### config.mk
export PLATFORM = sky130hd
export DESIGN_NAME = reflet_peripheral
export DESIGN_NICKNAME = d
export VERILOG_FILES = /design/src/hw/reflet_pkg.sv /design/src/hw/reflet_peripheral.sv /design/src/hw/reflet_timer.sv /design/src/hw/reflet_gpio.sv /design/src/hw/reflet_exti.sv /design/src/hw/reflet_hardware_info.sv
export VERILOG_INCLUDE_DIRS = /design/src /design/src/hw
export SDC_FILE = /design/constraint.sdc
export NUM_CORES = 1
export LEC_CHECK = 0
export BUFFER_PORTS_ARGS = -buffer_cell sky130_fd_sc_hd__buf_2
export CORE_MARGIN = 8
export CORE_UTILIZATION = 45
export CTS_BUF_LIST = sky130_fd_sc_hd__clkbuf_2 sky130_fd_sc_hd__clkbuf_4 sky130_fd_sc_hd__clkbuf_8
export CTS_CLUSTER_SIZE = 28
export DETAILED_ROUTE_END_ITERATION = 16
export PLACE_DENSITY = 0.69
export SYNTH_ARGS = -nofsm -noshare
export SYNTH_HDL_FRONTEND = slang
export SYNTH_SLANG_ARGS = --single-unit
### constraint.sdc
create_clock -name clk -period 1.86 [get_ports clk]
set_input_delay 0 -clock clk [delete_from_list [all_inputs] [get_ports clk]]
set_output_delay 0 -clock clk [all_outputs]
set_load 0.01 [all_outputs]
### src/hw/reflet_config.svh
`ifndef REFLET_CONFIG_SVH
`define REFLET_CONFIG_SVH

// processor bus widths
`define REFLET_WORDSIZE 16
`define REFLET_ADDR_SIZE 16

// first address of the peripheral window
`define REFLET_BASE_ADDR 16'hFF00

// system clock in Hz
`define REFLET_CLK_FREQ 125000000

// default unit enables of the top level
`define REFLET_ENABLE_EXTI 1
`define REFLET_ENABLE_GPIO 1
`define REFLET_ENABLE_TIMER 1

`endif
### src/hw/reflet_pkg.sv
`default_nettype none

`include "reflet_config.svh"

package reflet_pkg;

    // bus level vectors
    typedef logic [`REFLET_WORDSIZE-1:0] word_t;
    typedef logic [`REFLET_ADDR_SIZE-1:0] addr_t;

    // one peripheral register and an offset inside the window
    typedef logic [7:0] reg_t;
    typedef logic [4:0] offset_t;

    // processor interrupt lines
    typedef logic [3:0] int_lines_t;

    // register map of the window
    localparam integer HWI_OFF = 0;
    localparam integer HWI_SIZE = 4;
    localparam integer EXTI_OFF = HWI_OFF + HWI_SIZE;
    localparam integer EXTI_SIZE = 3;
    localparam integer GPIO_OFF = EXTI_OFF + EXTI_SIZE;
    localparam integer GPIO_SIZE = 8;
    localparam integer TIMER_OFF = GPIO_OFF + GPIO_SIZE;
    localparam integer TIMER_SIZE = 3;
    localparam integer TOTAL_REGS = TIMER_OFF + TIMER_SIZE;

    // timer FSM
    typedef enum logic {
        IDLE,
        RUN
    } timer_state_t;

endpackage

`default_nettype wire

### src/hw/reflet_peripheral.sv
`timescale 1ns/1ps
`default_nettype none

`include "reflet_config.svh"

module reflet_peripheral
    import reflet_pkg::*;
#(
    parameter integer ENABLE_EXTI = `REFLET_ENABLE_EXTI,
    parameter integer ENABLE_GPIO = `REFLET_ENABLE_GPIO,
    parameter integer ENABLE_TIMER = `REFLET_ENABLE_TIMER
)(
    input  wire logic        clk,
    input  wire logic        reset,
    input  wire logic        enable,
    input  wire logic        write_en,
    input  wire addr_t       addr,
    input  wire word_t       data_in,
    output word_t            data_out,
    output int_lines_t       ext_int,
    input  wire logic [15:0] gpi,
    output logic [15:0]      gpo
);

    addr_t   addr_diff;
    logic    sel;
    offset_t offset;
    reg_t    wr_byte;
    reg_t    hwi_rd;
    reg_t    exti_rd;
    reg_t    gpio_rd;
    reg_t    timer_rd;
    logic    gpio_int;
    logic    timer_int;

    // window decode, wraps below the base
    assign addr_diff = addr - addr_t'(`REFLET_BASE_ADDR);
    assign sel = enable && (addr_diff < addr_t'(TOTAL_REGS));
    assign offset = addr_diff[4:0];
    assign wr_byte = data_in[7:0];

    // unselected units return zero
    assign data_out = {{(`REFLET_WORDSIZE - 8){1'b0}}, hwi_rd | exti_rd | gpio_rd | timer_rd};

    reflet_hardware_info #(
        .ENABLE_EXTI  (ENABLE_EXTI),
        .ENABLE_GPIO  (ENABLE_GPIO),
        .ENABLE_TIMER (ENABLE_TIMER)
    ) i_hwi (
        .offset  (offset),
        .sel     (sel),
        .rd_data (hwi_rd)
    );

    if (ENABLE_EXTI != 0)
    begin : g_exti
        reflet_exti i_exti (
            .clk       (clk),
            .reset     (reset),
            .sel       (sel),
            .write_en  (write_en),
            .offset    (offset),
            .data_in   (wr_byte),
            .rd_data   (exti_rd),
            .gpio_int  (gpio_int),
            .timer_int (timer_int),
            .ext_int   (ext_int)
        );
    end
    else
    begin : g_no_exti
        assign exti_rd = '0;
        assign ext_int = '0;
    end

    if (ENABLE_GPIO != 0)
    begin : g_gpio
        reflet_gpio i_gpio (
            .clk      (clk),
            .reset    (reset),
            .sel      (sel),
            .write_en (write_en),
            .offset   (offset),
            .data_in  (wr_byte),
            .rd_data  (gpio_rd),
            .gpi      (gpi),
            .gpo      (gpo),
            .gpio_int (gpio_int)
        );
    end
    else
    begin : g_no_gpio
        assign gpio_rd = '0;
        assign gpo = '0;
        assign gpio_int = 1'b0;
    end

    if (ENABLE_TIMER != 0)
    begin : g_timer
        reflet_timer i_timer (
            .clk       (clk),
            .reset     (reset),
            .sel       (sel),
            .write_en  (write_en),
            .offset    (offset),
            .data_in   (wr_byte),
            .rd_data   (timer_rd),
            .timer_int (timer_int)
        );
    end
    else
    begin : g_no_timer
        assign timer_rd = '0;
        assign timer_int = 1'b0;
    end

endmodule

`default_nettype wire

### src/hw/reflet_timer.sv
`timescale 1ns/1ps
`default_nettype none

module reflet_timer
    import reflet_pkg::*;
(
    input  wire logic    clk,
    input  wire logic    reset,
    input  wire logic    sel,
    input  wire logic    write_en,
    input  wire offset_t offset,
    input  wire reg_t    data_in,
    output reg_t         rd_data,
    output logic         timer_int
);

    offset_t      idx;
    logic         hit;
    logic         wr;
    timer_state_t state;
    reg_t         prescaler;
    reg_t         compare;
    reg_t         pre_cnt;
    reg_t         counter;

    assign idx = offset - offset_t'(TIMER_OFF);
    assign hit = sel && (offset >= offset_t'(TIMER_OFF))
                     && (offset < offset_t'(TIMER_OFF + TIMER_SIZE));
    assign wr = write_en && hit;

    always_ff @(posedge clk)
    begin
        if (reset)
        begin
            state     <= IDLE;
            prescaler <= '0;
            compare   <= '0;
            pre_cnt   <= '0;
            counter   <= '0;
            timer_int <= 1'b0;
        end
        else
        begin
            timer_int <= 1'b0;
            if (wr && idx == 5'd0)
                prescaler <= data_in;
            if (wr && idx == 5'd1)
                compare <= data_in;
            if (wr && idx == 5'd2 && !data_in[0])
            begin
                // stop and clear both counters
                state   <= IDLE;
                pre_cnt <= '0;
                counter <= '0;
            end
            else if (wr && idx == 5'd2 && state == IDLE)
                state <= RUN;
            else if (state == RUN)
            begin
                if (pre_cnt == prescaler)
                begin
                    pre_cnt <= '0;
                    if (counter == compare)
                    begin
                        counter   <= '0;
                        timer_int <= 1'b1;
                    end
                    else
                        counter <= counter + 8'd1;
                end
                else
                    pre_cnt <= pre_cnt + 8'd1;
            end
        end
    end

    always_comb
    begin
        rd_data = '0;
        if (hit)
        begin
            case (idx)
                5'd0: rd_data = prescaler;
                5'd1: rd_data = compare;
                5'd2: rd_data = counter;
                default: rd_data = '0;
            endcase
        end
    end

endmodule

`default_nettype wire

### src/hw/reflet_gpio.sv
`timescale 1ns/1ps
`default_nettype none

module reflet_gpio
    import reflet_pkg::*;
(
    input  wire logic        clk,
    input  wire logic        reset,
    input  wire logic        sel,
    input  wire logic        write_en,
    input  wire offset_t     offset,
    input  wire reg_t        data_in,
    output reg_t             rd_data,
    input  wire logic [15:0] gpi,
    output logic [15:0]      gpo,
    output logic             gpio_int
);

    offset_t     idx;
    logic        hit;
    logic        wr;
    logic [15:0] gpi_meta;
    logic [15:0] gpi_sync;
    logic [15:0] gpi_prev;
    logic [15:0] chg_mask;
    logic [15:0] chg_flags;
    logic [15:0] changed;
    logic [15:0] flag_clr;

    assign idx = offset - offset_t'(GPIO_OFF);
    assign hit = sel && (offset >= offset_t'(GPIO_OFF))
                     && (offset < offset_t'(GPIO_OFF + GPIO_SIZE));
    assign wr = write_en && hit;

    // only masked bits count as a change
    assign changed = (gpi_sync ^ gpi_prev) & chg_mask;

    assign flag_clr = {(wr && idx == 5'd7) ? data_in : 8'h00,
                       (wr && idx == 5'd6) ? data_in : 8'h00};

    always_ff @(posedge clk)
    begin
        if (reset)
        begin
            gpi_meta  <= '0;
            gpi_sync  <= '0;
            gpi_prev  <= '0;
            gpo       <= '0;
            chg_mask  <= '0;
            chg_flags <= '0;
            gpio_int  <= 1'b0;
        end
        else
        begin
            // two stage synchronizer
            gpi_meta <= gpi;
            gpi_sync <= gpi_meta;
            gpi_prev <= gpi_sync;
            if (wr && idx == 5'd2)
                gpo[7:0] <= data_in;
            if (wr && idx == 5'd3)
                gpo[15:8] <= data_in;
            if (wr && idx == 5'd4)
                chg_mask[7:0] <= data_in;
            if (wr && idx == 5'd5)
                chg_mask[15:8] <= data_in;
            chg_flags <= (chg_flags & ~flag_clr) | changed;
            gpio_int  <= |changed;
        end
    end

    always_comb
    begin
        rd_data = '0;
        if (hit)
        begin
            case (idx)
                5'd0: rd_data = gpi_sync[7:0];
                5'd1: rd_data = gpi_sync[15:8];
                5'd2: rd_data = gpo[7:0];
                5'd3: rd_data = gpo[15:8];
                5'd4: rd_data = chg_mask[7:0];
                5'd5: rd_data = chg_mask[15:8];
                5'd6: rd_data = chg_flags[7:0];
                5'd7: rd_data = chg_flags[15:8];
                default: rd_data = '0;
            endcase
        end
    end

endmodule

`default_nettype wire

### src/hw/reflet_exti.sv
`timescale 1ns/1ps
`default_nettype none

module reflet_exti
    import reflet_pkg::*;
(
    input  wire logic    clk,
    input  wire logic    reset,
    input  wire logic    sel,
    input  wire logic    write_en,
    input  wire offset_t offset,
    input  wire reg_t    data_in,
    output reg_t         rd_data,
    input  wire logic    gpio_int,
    input  wire logic    timer_int,
    output int_lines_t   ext_int
);

    offset_t    idx;
    logic       hit;
    logic [1:0] src_mask;
    logic [1:0] pending;
    logic [3:0] routing;
    logic [1:0] src_pulse;
    logic [1:0] pend_clr;

    assign idx = offset - offset_t'(EXTI_OFF);
    assign hit = sel && (offset >= offset_t'(EXTI_OFF))
                     && (offset < offset_t'(EXTI_OFF + EXTI_SIZE));

    // bit0 gpio, bit1 timer
    assign src_pulse = {timer_int, gpio_int};
    assign pend_clr = (write_en && hit && idx == 5'd1) ? data_in[1:0] : 2'b00;

    always_ff @(posedge clk)
    begin
        if (reset)
        begin
            src_mask <= '0;
            pending  <= '0;
            routing  <= '0;
        end
        else
        begin
            if (write_en && hit && idx == 5'd0)
                src_mask <= data_in[1:0];
            if (write_en && hit && idx == 5'd2)
                routing <= data_in[3:0];
            // a new pulse beats a clear in the same cycle
            pending <= (pending & ~pend_clr) | src_pulse;
        end
    end

    // route enabled flags onto the processor lines
    always_comb
    begin
        ext_int = '0;
        if (pending[0] && src_mask[0])
            ext_int[routing[1:0]] = 1'b1;
        if (pending[1] && src_mask[1])
            ext_int[routing[3:2]] = 1'b1;
    end

    always_comb
    begin
        rd_data = '0;
        if (hit)
        begin
            case (idx)
                5'd0: rd_data = reg_t'(src_mask);
                5'd1: rd_data = reg_t'(pending);
                5'd2: rd_data = reg_t'(routing);
                default: rd_data = '0;
            endcase
        end
    end

endmodule

`default_nettype wire

### src/hw/reflet_hardware_info.sv
`timescale 1ns/1ps
`default_nettype none

`include "reflet_config.svh"

module reflet_hardware_info
    import reflet_pkg::*;
#(
    parameter integer ENABLE_EXTI = 1,
    parameter integer ENABLE_GPIO = 1,
    parameter integer ENABLE_TIMER = 1
)(
    input  wire offset_t offset,
    input  wire logic    sel,
    output reg_t         rd_data
);

    localparam integer CLK_MHZ = `REFLET_CLK_FREQ / 1000000;

    offset_t idx;
    logic    hit;

    assign idx = offset - offset_t'(HWI_OFF);
    assign hit = sel && (offset >= offset_t'(HWI_OFF))
                     && (offset < offset_t'(HWI_OFF + HWI_SIZE));

    // read-only description of this build
    always_comb
    begin
        rd_data = '0;
        if (hit)
        begin
            case (idx)
                5'd0: rd_data = reg_t'(`REFLET_WORDSIZE);
                5'd1: rd_data = {5'b0, ENABLE_TIMER != 0, ENABLE_GPIO != 0, ENABLE_EXTI != 0};
                5'd2: rd_data = reg_t'(CLK_MHZ);
                5'd3: rd_data = reg_t'(TOTAL_REGS);
                default: rd_data = '0;
            endcase
        end
    end

endmodule

`default_nettype wire

==> out/metrics.yaml <==
status: "complete, but fails checks"
violations: "setup timing"
diodes: 0
total_power_uw: 5560
ys_types: 61
netlist_area_sq_mm: 0.00632
synth-edff-count: 0
final_area_sq_mm: 0.00777
slowest_stage: "dfxtp_2"
ys_ff_latch: 139
via_per_inst: 5.54
gr-total-overflow: 0
synth_area_leader_cell: "dfxtp_1"
htreeDepth: 4
combPwrFrac_pct: 6.7
min_period_ns: 1.94
place_congestion: 0.884
route.detailed.drc: 0
grt_pass1_vias: 5543
antenna_left: 0
yosys_warnings: 0
p_leak_uw: 0.00312
end_kind: "output port"
max_freq_mhz: 517
hpwlAfterDp_microns: 12500
vias: 5437
cts_tree: "done"
syn_inst: 674
worst_slack_ns: -0.0758
postPlaceCellArea_sq_mm: 0.00706
swShare_pct: 24.6
cts.clk_slew.worst_paths_ns: 0.08
switching_power_uw: 1370
clock_skew_ns: 0.00714
synth-async-reset-ratio_pct: 0
slowest_delay_ns: 0.33
worstSkewPairLatency_ns: 0.44
drtIter0Drc: 502
synth_top_area_share_pct: 44.0
wirelength_microns: 17300
cts_buffers: 17
arrival_ns: 1.94
dieArea_sq_mm: 0.0181
antenna_found_initial: 0
cp-startpoint: "g_gpio.i_gpio.chg_mask[1]"
required_ns: 1.86
pwr-share-seq_pct: 54.6
crit_path_cell_trace: "mux2_2 > a22o_1 > a222oi_1 > a21o_1 > o211ai_1 > buf_2"
ios: 88
drt_pass1_iterations: 6
clkPwrFrac_pct: 38.7
internal_power_uw: 4200
die-height_microns: 134
port-buffer-count: 71
ir_drop_v: 0.000503
dp_cells: 920
hp-class: "input port to flip-flop"
grt_pass1_wl_microns: 27700
grt_usage_pct: 19.2
core-area_sq_mm: 0.0138
setup-tns-final_ns: -0.0758
hp-start: "write_en"
mostFrequentLayoutCells: "dfxtp_1 (130), nor2_1 (74), buf_2 (70)"
final_common_cell: "dfxtp_1"
synth_flop_cell: "dfxtp_1"
drive_gt1_share_pct: 23.3
hold_viol_final: 0
initial_core_util_pct: 45.9
clock_sink_count: 139
nets: 844
maxSlewViolCount: 0
maxCapViolations: 0
wire_per_inst_microns: 17.6
crit_buf_inv: 1
fin_crit_sh_pct: 104
critical_path_class: "flip-flop to output port"
slew_headroom_pct: 58.8
path_delay_family: "compound AO/OA/AOI/OAI gates"
seq_area_frac_synth_pct: 44.0
power_density_mw_per_mm2: 716
ctsRootBufferMaster: "clkbuf_8"
layoutNonFillerInstCount: 981
dp_slack_ns: -0.0109
start_kind: "flip-flop"
r2r-start: "g_timer.i_timer.prescaler[1]"
setup_viol: 1
critPathMaxFanout: 2
grt_max_degree: 55
num_rows: 43
area_growth_pct: 23.0
postSynthAreaPerCell_sq_um: 9.37
cts_buffer_depth: 2
tightest_slew_ns: 0.616
yosys-top-cells-area: "dfxtp_1 (44%), mux2i_1 (9.3%), xor2_1 (6.0%), nor2b_1 (5.1%), nor2_1 (4.4%)"
die_w_microns: 134
rsz0062_at_grt: "true"
[cell type report]
cell class | count | area (sq um)
fill | 1253 | 6000
multi-input combinational | 482 | 3310
sequential | 139 | 2790
timing repair buffer | 142 | 1070
clock buffer | 21 | 277
tap | 180 | 225
clock inverter | 10 | 70.1
inverter | 7 | 26.3
[flip-flops by register name (all words and copies together) (netlist names)]
signal and cells:
g_gpio.i_gpio.gpio_int 1, g_gpio.i_gpio.chg_mask 16, g_timer.i_timer.pre_cnt 8, g_timer.i_timer.counter 8, g_exti.i_exti.pending 2, g_timer.i_timer.prescaler 8, g_exti.i_exti.routing 4, g_timer.i_timer.compare 8
g_gpio.i_gpio.gpo 16, g_timer.i_timer.timer_int 1, g_gpio.i_gpio.gpi_prev 16, g_exti.i_exti.src_mask 2, g_gpio.i_gpio.chg_flags 16, g_timer.i_timer.state 1, g_gpio.i_gpio.gpi_sync 16, g_gpio.i_gpio.gpi_meta 16
[synth_stat cells, types with 2 or more instances]
| cell | count |
|---|---|
| ha_1 | 3 |
| nor2b_1 | 51 |
| a41o_1 | 2 |
| nor4_1 | 5 |
| clkbuf_1 | 26 |
| o211ai_1 | 4 |
| inv_1 | 5 |
| mux2i_1 | 59 |
| nor4_4 | 2 |
| xor2_1 | 43 |
| a21oi_1 | 28 |
| nand2_1 | 45 |
| inv_2 | 2 |
| a31oi_1 | 3 |
| nor3_4 | 2 |
| a211oi_1 | 2 |
| o32ai_1 | 2 |
| and4_1 | 5 |
| a221oi_1 | 3 |
| or3b_1 | 2 |
| nand4_1 | 15 |
| nand3_1 | 9 |
| a31o_2 | 2 |
| nand3b_1 | 4 |
| and2_1 | 5 |
| buf_4 | 17 |
| o22ai_1 | 3 |
| or3_1 | 4 |
| buf_6 | 2 |
| a222oi_1 | 14 |
| dfxtp_1 | 139 |
| nor3_1 | 5 |
| a22oi_1 | 14 |
| nor2_1 | 74 |
| nor4_2 | 2 |
| and3_1 | 14 |
| o221ai_1 | 3 |
| nand2b_1 | 7 |
| o21ai_0 | 19 |
| buf_2 | 7 |
[kinds of logic (layout without fill, tap and decap cells)]
logic type	after synthesis	count (layout)	share of synthesized area, %
and+or+nand+nor	262	262	23.1
DFF	139	139	44.0
AOI/OAI and AO/OA	105	105	11.6
muxes	60	60	9.53
buffers and inverters	60	180	4.97
xor gates and xnor gates	44	44	6.10
adders and majority gates	3	3	0.594
other	1	8	0.0594
[worst paths after layout]
check	slack, ns	endpoint	cells after the start
worst min-delay path	0.11	g_exti.i_exti.src_mask[1]	5
worst max register to register	0.06	g_timer.i_timer.counter[1]	5
worst min register to register	0.44	g_gpio.i_gpio.gpi_sync[15]	1
worst max-delay path	-0.08	data_out[1]	6
[through the flow]
step	hold WS (ns)	utilization, %
2_1_floorplan	0.128	-
3_3_place_gp	0.211	51.3
3_5_place_dp	0.212	51.3
4_1_cts	0.0898	55.8
5_1_grt	0.140	56.4
6_report	0.110	56.4
[tightest hold or removal path, delay by kind of cell]
kind,cells,cell delay (ns)
simple gates,3,0.29
buf+inv,1,0.11
mux,1,0.11
[per-layer routing]
metal / vias to the layer above / track usage [%] / share of wire (%)
met3: 38 / 5.65 / 7.4
met5: - / 0 / 0
li1: 2595 / - / -
met4: 0 / 9.86 / 2.6
met1: 2582 / 21.0 / 41
met2: 222 / 33.1 / 49
[power by group through the flow]
| stage | clock [uW] | sequential [uW] | combinational, uW |
|---|---|---|---|
| finish | 2150 | 3040 | 371 |
| global route | 2320 | 3040 | 401 |
| CTS | 2200 | 3040 | 361 |
| detailed placement | 0 | 3110 | 320 |
| global placement | 0 | 3100 | 313 |
| floorplan | 0 | 3100 | 202 |
[timing repair]
| item | 4_1_cts | 5_1_grt |
|---|---|---|
| pin swaps | 4 | 8 |
| setup buffers | 2 | 2 |
| endpoints found under the hold margin | 76 | 0 |
| endpoints found under the setup margin | 3 | 11 |
| gates resized for setup | 2 | 18 |
| hold buffers | 26 | 0 |
(Power assumes the default switching activity.)
